--- src/verilog/audio_config.svh ---
`ifndef AUDIO_CONFIG_SVH
`define AUDIO_CONFIG_SVH

// Datapath widths
`define AUDIO_SAMPLE_W     16
`define AUDIO_SUM_W        18
`define AUDIO_CFG_DATA_W   8

// CD, PSG and ADPCM all enabled out of reset
`define AUDIO_SRC_EN_RESET 3'b111

// Compressor curve 1, used for 2x master boost
`define AUDIO_COMP1_KNEE   16'd14043
`define AUDIO_COMP1_BASE   16'd28086
`define AUDIO_COMP1_GAIN   16'd2
`define AUDIO_COMP1_FALL   16'd4

// Compressor curve 2, used for 4x master boost
`define AUDIO_COMP2_KNEE   16'd7399
`define AUDIO_COMP2_BASE   16'd29596
`define AUDIO_COMP2_GAIN   16'd4
`define AUDIO_COMP2_FALL   16'd8

`endif

--- src/verilog/audio_ctrl_pkg.sv ---
package audio_ctrl_pkg;

	////////////////////////////////////////
	// Register map
	////////////////////////////////////////

	// Two registers, one address bit
	typedef enum logic [0:0] {
		REG_SRC_EN = 1'b0,
		REG_BOOST  = 1'b1
	} cfg_addr_e;

	////////////////////////////////////////
	// Master boost
	////////////////////////////////////////

	// Code 3 is not a legal mode
	typedef enum logic [1:0] {
		BOOST_OFF = 2'd0,
		BOOST_2X  = 2'd1,
		BOOST_4X  = 2'd2
	} boost_mode_e;

	////////////////////////////////////////
	// Mixer settings
	////////////////////////////////////////

	typedef struct packed {
		logic        cdda_en;
		logic        psg_en;
		logic        adpcm_en;
		// Doubles CD and skips the 5/4 scale
		logic        cd_boost;
		boost_mode_e master_boost;
	} mix_cfg_t;

endpackage

--- src/verilog/audio_types_pkg.sv ---
`include "audio_config.svh"

package audio_types_pkg;

	////////////////////////////////////////
	// Sample and accumulator types
	////////////////////////////////////////

	// One signed PCM sample
	typedef logic signed [`AUDIO_SAMPLE_W-1:0] sample_t;

	// Room for up to four sample terms
	typedef logic signed [`AUDIO_SUM_W-1:0] mix_sum_t;

	////////////////////////////////////////
	// Input beat
	////////////////////////////////////////

	// Stereo CD, stereo PSG, mono ADPCM
	typedef struct packed {
		sample_t cdda_l;
		sample_t cdda_r;
		sample_t psg_l;
		sample_t psg_r;
		sample_t adpcm;
	} src_samples_t;

endpackage
--- src/verilog/audio_stream_if.sv ---
`timescale 1ns/1ps

interface audio_stream_if;
	import audio_types_pkg::*;

	// Beat moves when valid and ready are both high
	logic    valid;
	logic    ready;
	sample_t left;
	sample_t right;

	// Producer side
	modport src (
		output valid, left, right,
		input  ready
	);

	// Consumer side
	modport snk (
		input  valid, left, right,
		output ready
	);

endinterface

--- src/verilog/audio_cfg_regs.sv ---
`timescale 1ns/1ps
`include "audio_config.svh"

module audio_cfg_regs (
	input  logic                          clk_sys,
	input  logic                          reset,
	input  logic                          cfg_wr,
	input  audio_ctrl_pkg::cfg_addr_e     cfg_addr,
	input  logic [`AUDIO_CFG_DATA_W-1:0]  cfg_wdata,
	output logic [`AUDIO_CFG_DATA_W-1:0]  cfg_rdata,
	output audio_ctrl_pkg::mix_cfg_t      cfg
);
	import audio_ctrl_pkg::*;

	// Bit 0 CD, bit 1 PSG, bit 2 ADPCM
	logic [2:0]  src_en;
	logic        cd_boost;
	boost_mode_e master_boost;

	// Unknown code falls back to no boost
	function automatic boost_mode_e clamp_boost(input logic [1:0] code);
		case (code)
			2'd1: return BOOST_2X;
			2'd2: return BOOST_4X;
			default: return BOOST_OFF;
		endcase
	endfunction

	////////////////////////////////////////
	// Write decode
	////////////////////////////////////////

	always_ff @(posedge clk_sys) begin
		if (reset) begin
			src_en       <= `AUDIO_SRC_EN_RESET;
			cd_boost     <= 1'b0;
			master_boost <= BOOST_OFF;
		end else if (cfg_wr) begin
			case (cfg_addr)
				REG_SRC_EN: src_en <= cfg_wdata[2:0];
				REG_BOOST: begin
					cd_boost     <= cfg_wdata[0];
					master_boost <= clamp_boost(cfg_wdata[2:1]);
				end
			endcase
		end
	end

	// Readback, upper bits read as zero
	always_comb begin
		cfg_rdata = '0;
		case (cfg_addr)
			REG_SRC_EN: cfg_rdata[2:0] = src_en;
			REG_BOOST:  cfg_rdata[2:0] = {master_boost, cd_boost};
		endcase
	end

	assign cfg.cdda_en      = src_en[0];
	assign cfg.psg_en       = src_en[1];
	assign cfg.adpcm_en     = src_en[2];
	assign cfg.cd_boost     = cd_boost;
	assign cfg.master_boost = master_boost;

	// Compressor only decodes 2x and 4x, so code 3 must never get stored
	a_boost_legal: assert property (
		@(posedge clk_sys) disable iff (reset) master_boost != 2'd3
	);

endmodule

--- src/verilog/audio_compressor.sv ---
`timescale 1ns/1ps
`include "audio_config.svh"

module audio_compressor (
	input  logic                      clk_sys,
	input  logic                      reset,
	input  audio_ctrl_pkg::mix_cfg_t  cfg,
	audio_stream_if.snk               mix_s,
	output logic                      out_valid,
	input  logic                      out_ready,
	output audio_types_pkg::sample_t  out_l,
	output audio_types_pkg::sample_t  out_r
);
	import audio_types_pkg::*;
	import audio_ctrl_pkg::*;

	logic    load;
	sample_t next_l;
	sample_t next_r;

	////////////////////////////////////////
	// Two-knee curve
	////////////////////////////////////////

	// Works on the magnitude, sign restored at the end
	function automatic sample_t compress(input sample_t s, input logic curve2);
		logic [`AUDIO_SAMPLE_W-1:0] mag;
		logic [`AUDIO_SAMPLE_W-1:0] res;
		mag = s[`AUDIO_SAMPLE_W-1] ? ~s + 1'b1 : s;
		if (curve2) begin
			if (mag < `AUDIO_COMP2_KNEE)
				res = mag * `AUDIO_COMP2_GAIN;
			else
				res = (mag - `AUDIO_COMP2_KNEE) / `AUDIO_COMP2_FALL + `AUDIO_COMP2_BASE;
		end else begin
			if (mag < `AUDIO_COMP1_KNEE)
				res = mag * `AUDIO_COMP1_GAIN;
			else
				res = (mag - `AUDIO_COMP1_KNEE) / `AUDIO_COMP1_FALL + `AUDIO_COMP1_BASE;
		end
		return s[`AUDIO_SAMPLE_W-1] ? sample_t'(~res + 1'b1) : sample_t'(res);
	endfunction

	always_comb begin
		case (cfg.master_boost)
			BOOST_2X: begin
				next_l = compress(mix_s.left, 1'b0);
				next_r = compress(mix_s.right, 1'b0);
			end
			BOOST_4X: begin
				next_l = compress(mix_s.left, 1'b1);
				next_r = compress(mix_s.right, 1'b1);
			end
			default: begin
				next_l = mix_s.left;
				next_r = mix_s.right;
			end
		endcase
	end

	////////////////////////////////////////
	// Output register
	////////////////////////////////////////

	assign load        = ~out_valid | out_ready;
	assign mix_s.ready = load;

	always_ff @(posedge clk_sys) begin
		if (reset)
			out_valid <= 1'b0;
		else if (load)
			out_valid <= mix_s.valid;
	end

	always_ff @(posedge clk_sys) begin
		if (load) begin
			out_l <= next_l;
			out_r <= next_r;
		end
	end

	// Offered beat stays up until the sink takes it
	a_out_hold: assert property (
		@(posedge clk_sys) disable iff (reset) out_valid && !out_ready |=> out_valid
	);

endmodule

--- src/verilog/audio_mixer.sv ---
`timescale 1ns/1ps
`include "audio_config.svh"

module audio_mixer (
	input  logic                          clk_sys,
	input  logic                          reset,
	input  audio_ctrl_pkg::mix_cfg_t      cfg,
	input  logic                          in_valid,
	output logic                          in_ready,
	input  audio_types_pkg::src_samples_t in_samples,
	audio_stream_if.src                   mix_s
);
	import audio_types_pkg::*;
	import audio_ctrl_pkg::*;

	localparam int EXT_W = `AUDIO_SUM_W - `AUDIO_SAMPLE_W;

	// Stage 1 holds the pre-sums
	logic     s1_valid;
	logic     s1_load;
	mix_sum_t pre_l;
	mix_sum_t pre_r;

	// Stage 2 holds the scaled output
	logic     s2_valid;
	logic     s2_load;
	sample_t  mix_l;
	sample_t  mix_r;

	sample_t  adpcm_att;
	mix_sum_t scaled_l;
	mix_sum_t scaled_r;

	function automatic mix_sum_t widen(input sample_t s);
		return {{EXT_W{s[`AUDIO_SAMPLE_W-1]}}, s};
	endfunction

	// 1/2 + 1/4 + 1/16
	function automatic sample_t atten_psg(input sample_t s);
		return (s >>> 1) + (s >>> 2) + (s >>> 4);
	endfunction

	// 1/2 + 1/4 + 1/8
	function automatic sample_t atten_adpcm(input sample_t s);
		return (s >>> 1) + (s >>> 2) + (s >>> 3);
	endfunction

	function automatic mix_sum_t pre_sum(
		input sample_t  cd,
		input sample_t  psg,
		input sample_t  adp,
		input mix_cfg_t c
	);
		mix_sum_t acc;
		acc = '0;
		if (c.cdda_en)
			acc = acc + widen(cd);
		// Second CD term gives the 2x boost
		if (c.cdda_en && c.cd_boost)
			acc = acc + widen(cd);
		if (c.psg_en)
			acc = acc + widen(atten_psg(psg));
		if (c.adpcm_en)
			acc = acc + widen(adp);
		return acc;
	endfunction

	////////////////////////////////////////
	// Handshake
	////////////////////////////////////////

	assign s2_load  = ~s2_valid | mix_s.ready;
	assign s1_load  = ~s1_valid | s2_load;
	assign in_ready = s1_load;

	always_ff @(posedge clk_sys) begin
		if (reset) begin
			s1_valid <= 1'b0;
			s2_valid <= 1'b0;
		end else begin
			if (s1_load)
				s1_valid <= in_valid;
			if (s2_load)
				s2_valid <= s1_valid;
		end
	end

	////////////////////////////////////////
	// Stage 1 attenuate and sum
	////////////////////////////////////////

	// Mono ADPCM feeds both channels
	assign adpcm_att = atten_adpcm(in_samples.adpcm);

	always_ff @(posedge clk_sys) begin
		if (s1_load) begin
			pre_l <= pre_sum(in_samples.cdda_l, in_samples.psg_l, adpcm_att, cfg);
			pre_r <= pre_sum(in_samples.cdda_r, in_samples.psg_r, adpcm_att, cfg);
		end
	end

	////////////////////////////////////////
	// Stage 2 headroom scale
	////////////////////////////////////////

	// 5/4 scale wraps in 18 bits, skipped when CD is boosted
	assign scaled_l = cfg.cd_boost ? pre_l : pre_l + (pre_l >>> 2);
	assign scaled_r = cfg.cd_boost ? pre_r : pre_r + (pre_r >>> 2);

	always_ff @(posedge clk_sys) begin
		if (s2_load) begin
			mix_l <= scaled_l[`AUDIO_SUM_W-1 -: `AUDIO_SAMPLE_W];
			mix_r <= scaled_r[`AUDIO_SUM_W-1 -: `AUDIO_SAMPLE_W];
		end
	end

	assign mix_s.valid = s2_valid;
	assign mix_s.left  = mix_l;
	assign mix_s.right = mix_r;

	// Stalled beat toward the compressor must hold
	a_mix_hold: assert property (
		@(posedge clk_sys) disable iff (reset)
		mix_s.valid && !mix_s.ready |=>
			mix_s.valid && $stable(mix_s.left) && $stable(mix_s.right)
	);

endmodule

--- src/verilog/audio_top.sv ---
`timescale 1ns/1ps
`include "audio_config.svh"

module audio_top (
	input  logic                          clk_sys,
	input  logic                          reset,

	// Register port
	input  logic                          cfg_wr,
	input  audio_ctrl_pkg::cfg_addr_e     cfg_addr,
	input  logic [`AUDIO_CFG_DATA_W-1:0]  cfg_wdata,
	output logic [`AUDIO_CFG_DATA_W-1:0]  cfg_rdata,

	// Source beat
	input  logic                          in_valid,
	output logic                          in_ready,
	input  audio_types_pkg::sample_t      cdda_l,
	input  audio_types_pkg::sample_t      cdda_r,
	input  audio_types_pkg::sample_t      psg_l,
	input  audio_types_pkg::sample_t      psg_r,
	input  audio_types_pkg::sample_t      adpcm,

	// Mixed output
	output logic                          out_valid,
	input  logic                          out_ready,
	output audio_types_pkg::sample_t      out_l,
	output audio_types_pkg::sample_t      out_r
);
	import audio_types_pkg::*;
	import audio_ctrl_pkg::*;

	mix_cfg_t     cfg;
	src_samples_t in_samples;

	audio_stream_if mix_s ();

	assign in_samples = '{
		cdda_l: cdda_l,
		cdda_r: cdda_r,
		psg_l:  psg_l,
		psg_r:  psg_r,
		adpcm:  adpcm
	};

	audio_cfg_regs cfg_regs_i (
		.clk_sys   (clk_sys),
		.reset     (reset),
		.cfg_wr    (cfg_wr),
		.cfg_addr  (cfg_addr),
		.cfg_wdata (cfg_wdata),
		.cfg_rdata (cfg_rdata),
		.cfg       (cfg)
	);

	audio_mixer mixer_i (
		.clk_sys    (clk_sys),
		.reset      (reset),
		.cfg        (cfg),
		.in_valid   (in_valid),
		.in_ready   (in_ready),
		.in_samples (in_samples),
		.mix_s      (mix_s.src)
	);

	audio_compressor compressor_i (
		.clk_sys   (clk_sys),
		.reset     (reset),
		.cfg       (cfg),
		.mix_s     (mix_s.snk),
		.out_valid (out_valid),
		.out_ready (out_ready),
		.out_l     (out_l),
		.out_r     (out_r)
	);

endmodule

--- config.mk ---
export PLATFORM = sky130hd
export DESIGN_NAME = audio_top
export DESIGN_NICKNAME = d
export VERILOG_FILES = /design/src/verilog/audio_ctrl_pkg.sv /design/src/verilog/audio_types_pkg.sv /design/src/verilog/audio_stream_if.sv /design/src/verilog/audio_cfg_regs.sv /design/src/verilog/audio_compressor.sv /design/src/verilog/audio_mixer.sv /design/src/verilog/audio_top.sv
export VERILOG_INCLUDE_DIRS = /design/src /design/src/verilog
export SDC_FILE = /design/constraint.sdc
export NUM_CORES = 1
export LEC_CHECK = 0
export ABC_AREA = 1
export BUFFER_PORTS_ARGS = -buffer_cell sky130_fd_sc_hd__buf_2
export CAP_MARGIN = 25
export CORE_UTILIZATION = 59
export CTS_CLUSTER_DIAMETER = 150
export CTS_CLUSTER_SIZE = 16
export DETAILED_ROUTE_END_ITERATION = 8
export PLACE_DENSITY = 0.9
export SLEW_MARGIN = 20
export SYNTH_ARGS = -nofsm -noshare
export SYNTH_HDL_FRONTEND = slang
export SYNTH_SLANG_ARGS = --single-unit
--- constraint.sdc ---
create_clock -name clk_sys -period 9.28 [get_ports clk_sys]
set_input_delay 1.856 -clock clk_sys [delete_from_list [all_inputs] [get_ports clk_sys]]
set_output_delay 1.856 -clock clk_sys [all_outputs]
set_load 0.01 [all_outputs]
* Word level (Yosys, flattened, before mapping)
Cells that the tools add are included.
** Word-level totals
- Bits in registers :: 109
- Input bits :: 94
- Output and inout bits :: 42
- Logic and storage cells :: 98
** Cells by class
- Add/subtract/negate cells :: 28
- $lt $le $gt $ge :: 4
- Eq/ne operators :: 4
- Muxes and demuxes :: 34
- Bitwise operators :: 13
- Reduce and logical (&&, ||, !) cells :: 3
** Operator list (count)
- $mux 18 :: 16
- $mux 16 :: 14
- $add 18x16->18 :: 8
- $add 16x1->16 const B :: 6
- $not 16->16 :: 6
- $pmux 16 s2 :: 2
- $add 15x14->16 :: 3
- $add 13x15->16 const B :: 2
- $add 14x15->16 const B :: 2
- $add 16x12->16 :: 2
- $lt 16x13->1 const B :: 2
- $lt 16x14->1 const B :: 2
- $sub 16x13->16 const B :: 2
- $sub 16x14->16 const B :: 2
- $add 16x13->16 :: 1
- $pmux 3 s2 :: 1
- $eq 2x1->1 const B :: 2
- $eq 2x2->1 const B :: 2
- $not 1->1 :: 4
- $pmux 2 s2 :: 1
- $reduce_and 2->1 :: 2
- $or 1x1->1 :: 3
- $logic_and 1x1->1 :: 1

* Logic depth before layout (Yosys ltp)
- Word-level depth :: 13
- Gate-level depth with buffers :: 38
- Mapped depth without buffers :: 37

* Hierarchy
Synthesis repeated with hierarchy kept, for this count alone.
** Second synthesis, totals
- Cell total of the unflattened synthesis :: 2976
- Area total of the unflattened synthesis :: 18734.2 sq um
** By module, submodules not included
- audio_mixer :: instances 1, cells an instance 1643, area each 11317.1 sq um, seq. area each 2082.0 sq um
- audio_compressor :: instances 1, cells an instance 1284, area each 7098.1 sq um, seq. area each 980.9 sq um
- audio_cfg_regs :: instances 1, cells an instance 49, area each 319.1 sq um, seq. area each 120.1 sq um

* Least setup slack after synthesis
OpenSTA, ideal clock, no wires.
- Kind :: input to register
- Start :: input port psg_r[2]
- End :: register mixer_i.pre_r[17], data pin
- Setup time :: 0.262 ns
- Arrival :: 6.584 ns
- Required time :: 9.018 ns
- Setup slack :: 2.433 ns
- Cell stages on the path :: 32
- Path buffers :: 0
- Cells stage by stage :: fa_1 > fa_1 > ha_1 > fa_1 > nand2_1 > nand2_1 > a21oi_1 > nor2_1 > o21ai_0 > nand2_1 > nand2_1 > nand2_1 > a21oi_1 > inv_1 > a21oi_1 > o21ai_0 > nand2_1 > inv_1 > o21ai_0 > a21o_1 > nand2_1 > nand2_1 > nand2_1 > ha_1 > nand2_1 > o41ai_1 > nand2_1 > nand2_1 > a21oi_1 > or2_2 > nand3_1 > xor2_1
** On the way
- Cells in the longest elaborated chain, start to end :: 7
** Ends and longest elaborated chain
- start: declaration :: line audio_top.sv:20 : input audio_types_pkg::sample_t psg_r,
- $add 15x14->16 * :: line audio_mixer.sv:40 : return (s >>> 1) + (s >>> 2) + (s >>> 4);
- $add 16x12->16 * :: line audio_mixer.sv:40
- $add 18x16->18 * :: line audio_mixer.sv:62 : acc = acc + widen(atten_psg(psg));
- $mux 18 * :: line audio_mixer.sv:61 : if (c.psg_en)
- $mux 18 * :: line audio_mixer.sv:96 : if (s1_load) begin
- $add 18x16->18 :: line audio_mixer.sv:64 : acc = acc + widen(adp);
- $mux 18 * :: line audio_mixer.sv:63 : if (c.adpcm_en)
- end signal: assignment :: line audio_mixer.sv:98 : pre_r <= pre_sum(in_samples.cdda_r, in_samples.psg_r, adpcm_att, cfg);
- end: declaration :: line audio_mixer.sv:22 : mix_sum_t pre_r;
Mark *: on every way between the ends. The rest lies on a longest branch, timed or not. The select of a mux whose other input is x is not followed.
A chain may end at the register's enable or synchronous reset.

* Worst setup path in the final report
- Start :: register cfg_regs_i.src_en[0]
- End :: register mixer_i.pre_r[17], data pin
** On the way
- Cells in the longest elaborated chain, start to end :: 10
- Elaborated cells between the ends (all ways) :: 11
** Ends and longest elaborated chain
- start: declaration :: line audio_cfg_regs.sv:16 : logic [2:0] src_en;
- start signal: assignment :: line audio_cfg_regs.sv:35 : src_en <= `AUDIO_SRC_EN_RESET;
- start signal: assignment :: line audio_cfg_regs.sv:40 : REG_SRC_EN: src_en <= cfg_wdata[2:0];
- $mux 18 :: line audio_mixer.sv:56 : if (c.cdda_en)
- $mux 18 :: line audio_mixer.sv:96
- $add 18x16->18 :: line audio_mixer.sv:60 : acc = acc + widen(cd);
- $mux 18 * :: line audio_mixer.sv:59 : if (c.cdda_en && c.cd_boost)
- $mux 18 * :: line audio_mixer.sv:96
- $add 18x16->18 :: line audio_mixer.sv:62
- $mux 18 * :: line audio_mixer.sv:61
- $mux 18 * :: line audio_mixer.sv:96
- $add 18x16->18 :: line audio_mixer.sv:64
- $mux 18 * :: line audio_mixer.sv:63
Marks and branches as above.

==> results.md <==
* Setup TNS at 0 ns
* Grt ovf at 0
* Largest net degree at the start of global routing at 61
* R2R depth at 34
* Total number of vias at 17,770
* Max cap viols at 0
* Crit path to: mixer_i.pre_r[17]
* DIE AREA at 29,710 sq um
* Final Instance Count excl. Fillers at 3,083
* RR Startpoint: cfg_regs_i.src_en[0]
* Drt drc at 0
* Clock buffer count from CTS at 9
* FF+latch count, synth at 109
* Post-synthesis cell type count at 66
* Die W at 172.4 microns
* CP arrival at 7.42 ns
* Vias per cell at 5.763
* Hold Crit Class: reg -> reg
* Clk_skew at 0.008405 ns
* Stages on the worst setup path at 34
* Sequential cell area fraction in the yosys report at 18.58%
* DP HPWL at 37,140 microns
* Final period util at 78.80%
* Post-synth ARST share at 0%
* CP max-delay cell: dfxtp_1
* Least-Margin Pin Slew at 1.059 ns
* RR Endpoint: mixer_i.pre_r[17]
* Crit path max-delay family: compound AO/OA/AOI/OAI gates
* Slew HR at 29.41%
* Synth Cell Area at 17,130 sq um
* Vias in the first global route at 16,490
* Die Ht at 172.4 microns
* Routed Antenna Nets at 0
* I/O pin count at 136
* Met3 usage at 3.182%
* Warnings from Yosys at 0
* Flop2flop setup slack at 1.97 ns
* Final WL at 45,560 microns
* Fill cells at 2,511
* Pins Over Slew Limit at 0
* Layout Nets at 2,991
* Number of synthesized flops with an enable pin at 100
* CP peak stage delay at 0.62 ns
* Clk_lat worst skew at 0.36 ns
* Cts hold-fix bufs at 0
* Critical Setup Path Class: reg -> reg
* Clock tree buffer depth at 2
* WP buf/inv at 4
* M1 GR Usage at 38.32%
* Core Region at 28,630 sq um
* Total GRT Usage at 31.20%
* GR peak layer: met2
* Detailed Route Iter0 Violations at 1,688
* Starting Density at 59.83%
* Status: finished, final reports clean
* Total setup buffers inserted after CTS at 0
* # rows at 62
* RSZ-0062 raised after global routing: no
* Port Buffers at 122
* CP endpoint kind: register
* Most common cell on crit path: nand2_1
* Worst Setup SP: cfg_regs_i.src_en[0]
* # diodes at 0
* Placed cells at 3,067
* Syn Inst Count at 2,612
* Share of cells above drive strength 1 at 11.75%
* Root buffer cell: clkbuf_16
* Post-cts repair resize count at 0
* Crit path required time at 9.39 ns
* Setup crit start kind: register
* Placer Congestion at 0.9822
* Final hold vios at 0
* Initial antenna violation count at 0
* CP max FO at 18
* Setup violators final at 0
* First-pass DRT Iterations at 9
* Final Critical Period at 7.313 ns
* Global-route wire length before repair at 74,790 microns
* Ys flop type: edfxtp_1
* Hold Startpoint: mixer_i.s1_valid
* Avg Cell Area, Syn at 6.557 sq um
* CTS tree: built
* Area growth syn-to-layout at 6.735%
* Met2 GRT Util at 53.65%
* CTS clk-pin slew, worst paths at 0.08 ns
* # clock sinks at 109
* Htree depth at 3
* WL per Instance at 14.78 microns
* Fmax at 136.8 MHz
## worst reg2reg max path: cells and delay by family, from the launching register on
kind | cells | cell delay, ns
AOI/OAI and AO/OA | 10 | 2.36
and+or+nand+nor | 16 | 1.80
adders and majority gates | 3 | 1.35
buffers and inverters | 4 | 0.85
DFF | 1 | 0.62
xor gates and xnor gates | 1 | 0.07
## layer usage
metal / up-vias / share of wire (%)
li1: 8806 / -
met1: 7988 / 42
met2: 824 / 46
met3: 149 / 7.5
met4: 0 / 5.1
met5: - / 0
## layout by cell type, fill, tap and decap left out, types with 12 or more instances in the layout
cell type / instances
xnor2_1: 17
o21ai_1: 14
a21oi_1: 124
o21ai_0: 152
fa_1: 68
xor2_1: 41
o211ai_1: 12
nand2_2: 38
nor3_1: 21
edfxtp_1: 100
nand4_1: 29
nand2_1: 810
nor2_1: 197
nand3_1: 241
nor2_2: 21
a31oi_1: 29
o22ai_1: 19
nand2_4: 14
buf_2: 122
inv_1: 278
inv_2: 39
ha_1: 135
nand3_2: 21
## sequential cells by signal, indices dropped and copies added, names as in the netlist
register	cells
mixer_i.s1_valid	1
mixer_i.pre_r	18
cfg_regs_i.master_boost	2
cfg_regs_i.cd_boost	1
cfg_regs_i.src_en	3
compressor_i.out_valid	1
mixer_i.mix_s.right	16
mixer_i.pre_l	18
compressor_i.out_r	16
compressor_i.out_l	16
mixer_i.mix_s.left	16
mixer_i.mix_s.valid	1
## cell families after synthesis
| logic type | share of synthesized area, % |
|---|---|
| AND/OR/NAND/NOR | 37.48 |
| AO/OA/AOI/OAI | 14.03 |
| buffers and inverters | 9.051 |
| adder cells (fa/ha/maj) | 17.81 |
| flip-flops | 18.58 |
| XOR/XNOR | 2.966 |
| other | 0.02189 |
| multiplexers | 0.05844 |
## worst min-delay path by stage
stage | end | cells after the start
after floorplan | compressor_i.out_valid | 2
after global placement | mixer_i.mix_s.valid | 1
after detailed placement | mixer_i.mix_s.valid | 1
after CTS | mixer_i.mix_s.valid | 1
after global routing | mixer_i.mix_s.valid | 1
final | mixer_i.mix_s.valid | 1
## cell usage after synthesis (3+ instances only)
library cell,number,share of area [%]
o2111ai_1,3,0.15
buf_4,11,0.48
fa_1,68,7.9
a211oi_1,3,0.13
buf_2,5,0.15
or2_2,9,0.33
xor2_1,41,2.1
nand3b_1,11,0.48
and2_1,5,0.18
nor2_2,21,0.77
o22ai_1,19,0.69
nand3_1,241,7.0
nand3_4,5,0.51
clkinv_1,5,0.11
a31oi_1,29,1.1
a22oi_1,7,0.31
o31ai_1,8,0.35
clkbuf_1,33,0.72
nand3_2,21,1.2
nand2_4,14,0.92
nand4_1,29,1.1
o21ai_0,152,4.4
o21ai_2,7,0.36
inv_2,39,0.85
ha_1,135,9.9
buf_1,11,0.24
dfxtp_1,9,1.1
o21a_1,3,0.13
o221ai_1,3,0.15
buf_6,5,0.33
nand2_2,38,1.4
inv_1,278,6.1
o211ai_1,12,0.53
a21oi_1,124,3.6
nor2_4,5,0.33
o21bai_1,11,0.48
nor3_1,21,0.61
xnor2_1,17,0.87
edfxtp_1,100,18
a21boi_0,4,0.18
nand2_1,810,18
o21ai_1,14,0.41
nor2_1,197,4.3
## cell type report
cell class	instances	area [sq um]	share of cell area, %
Clock buffer	11	232.7	1.273
Clock inverter	5	61.31	0.3354
Inverter	324	1221	6.680
Multi-Input combinational cell	2118	12410	67.88
Sequential cell	109	3183	17.41
Tap cell	384	480.5	2.628
Timing Repair Buffer	132	693.2	3.792
## metrics by stage
step / worst slack (ns) / hold slack, ns / instance area, sq um / utilization [%]
after floorplan: 2.433 / 0.4301 / 17140 / -
after global placement: 1.868 / 0.4526 / 17970 / 62.79
after detailed placement: 1.691 / 0.4623 / 17990 / 62.84
after CTS: 2.049 / 0.4828 / 18280 / 63.86
after global routing: 1.354 / 0.5155 / 18280 / 63.86
final: 1.967 / 0.4840 / 18280 / 63.86
Power is not shown: default switching activity piles up to over one toggle a cycle in this logic, so the estimate is an artifact.
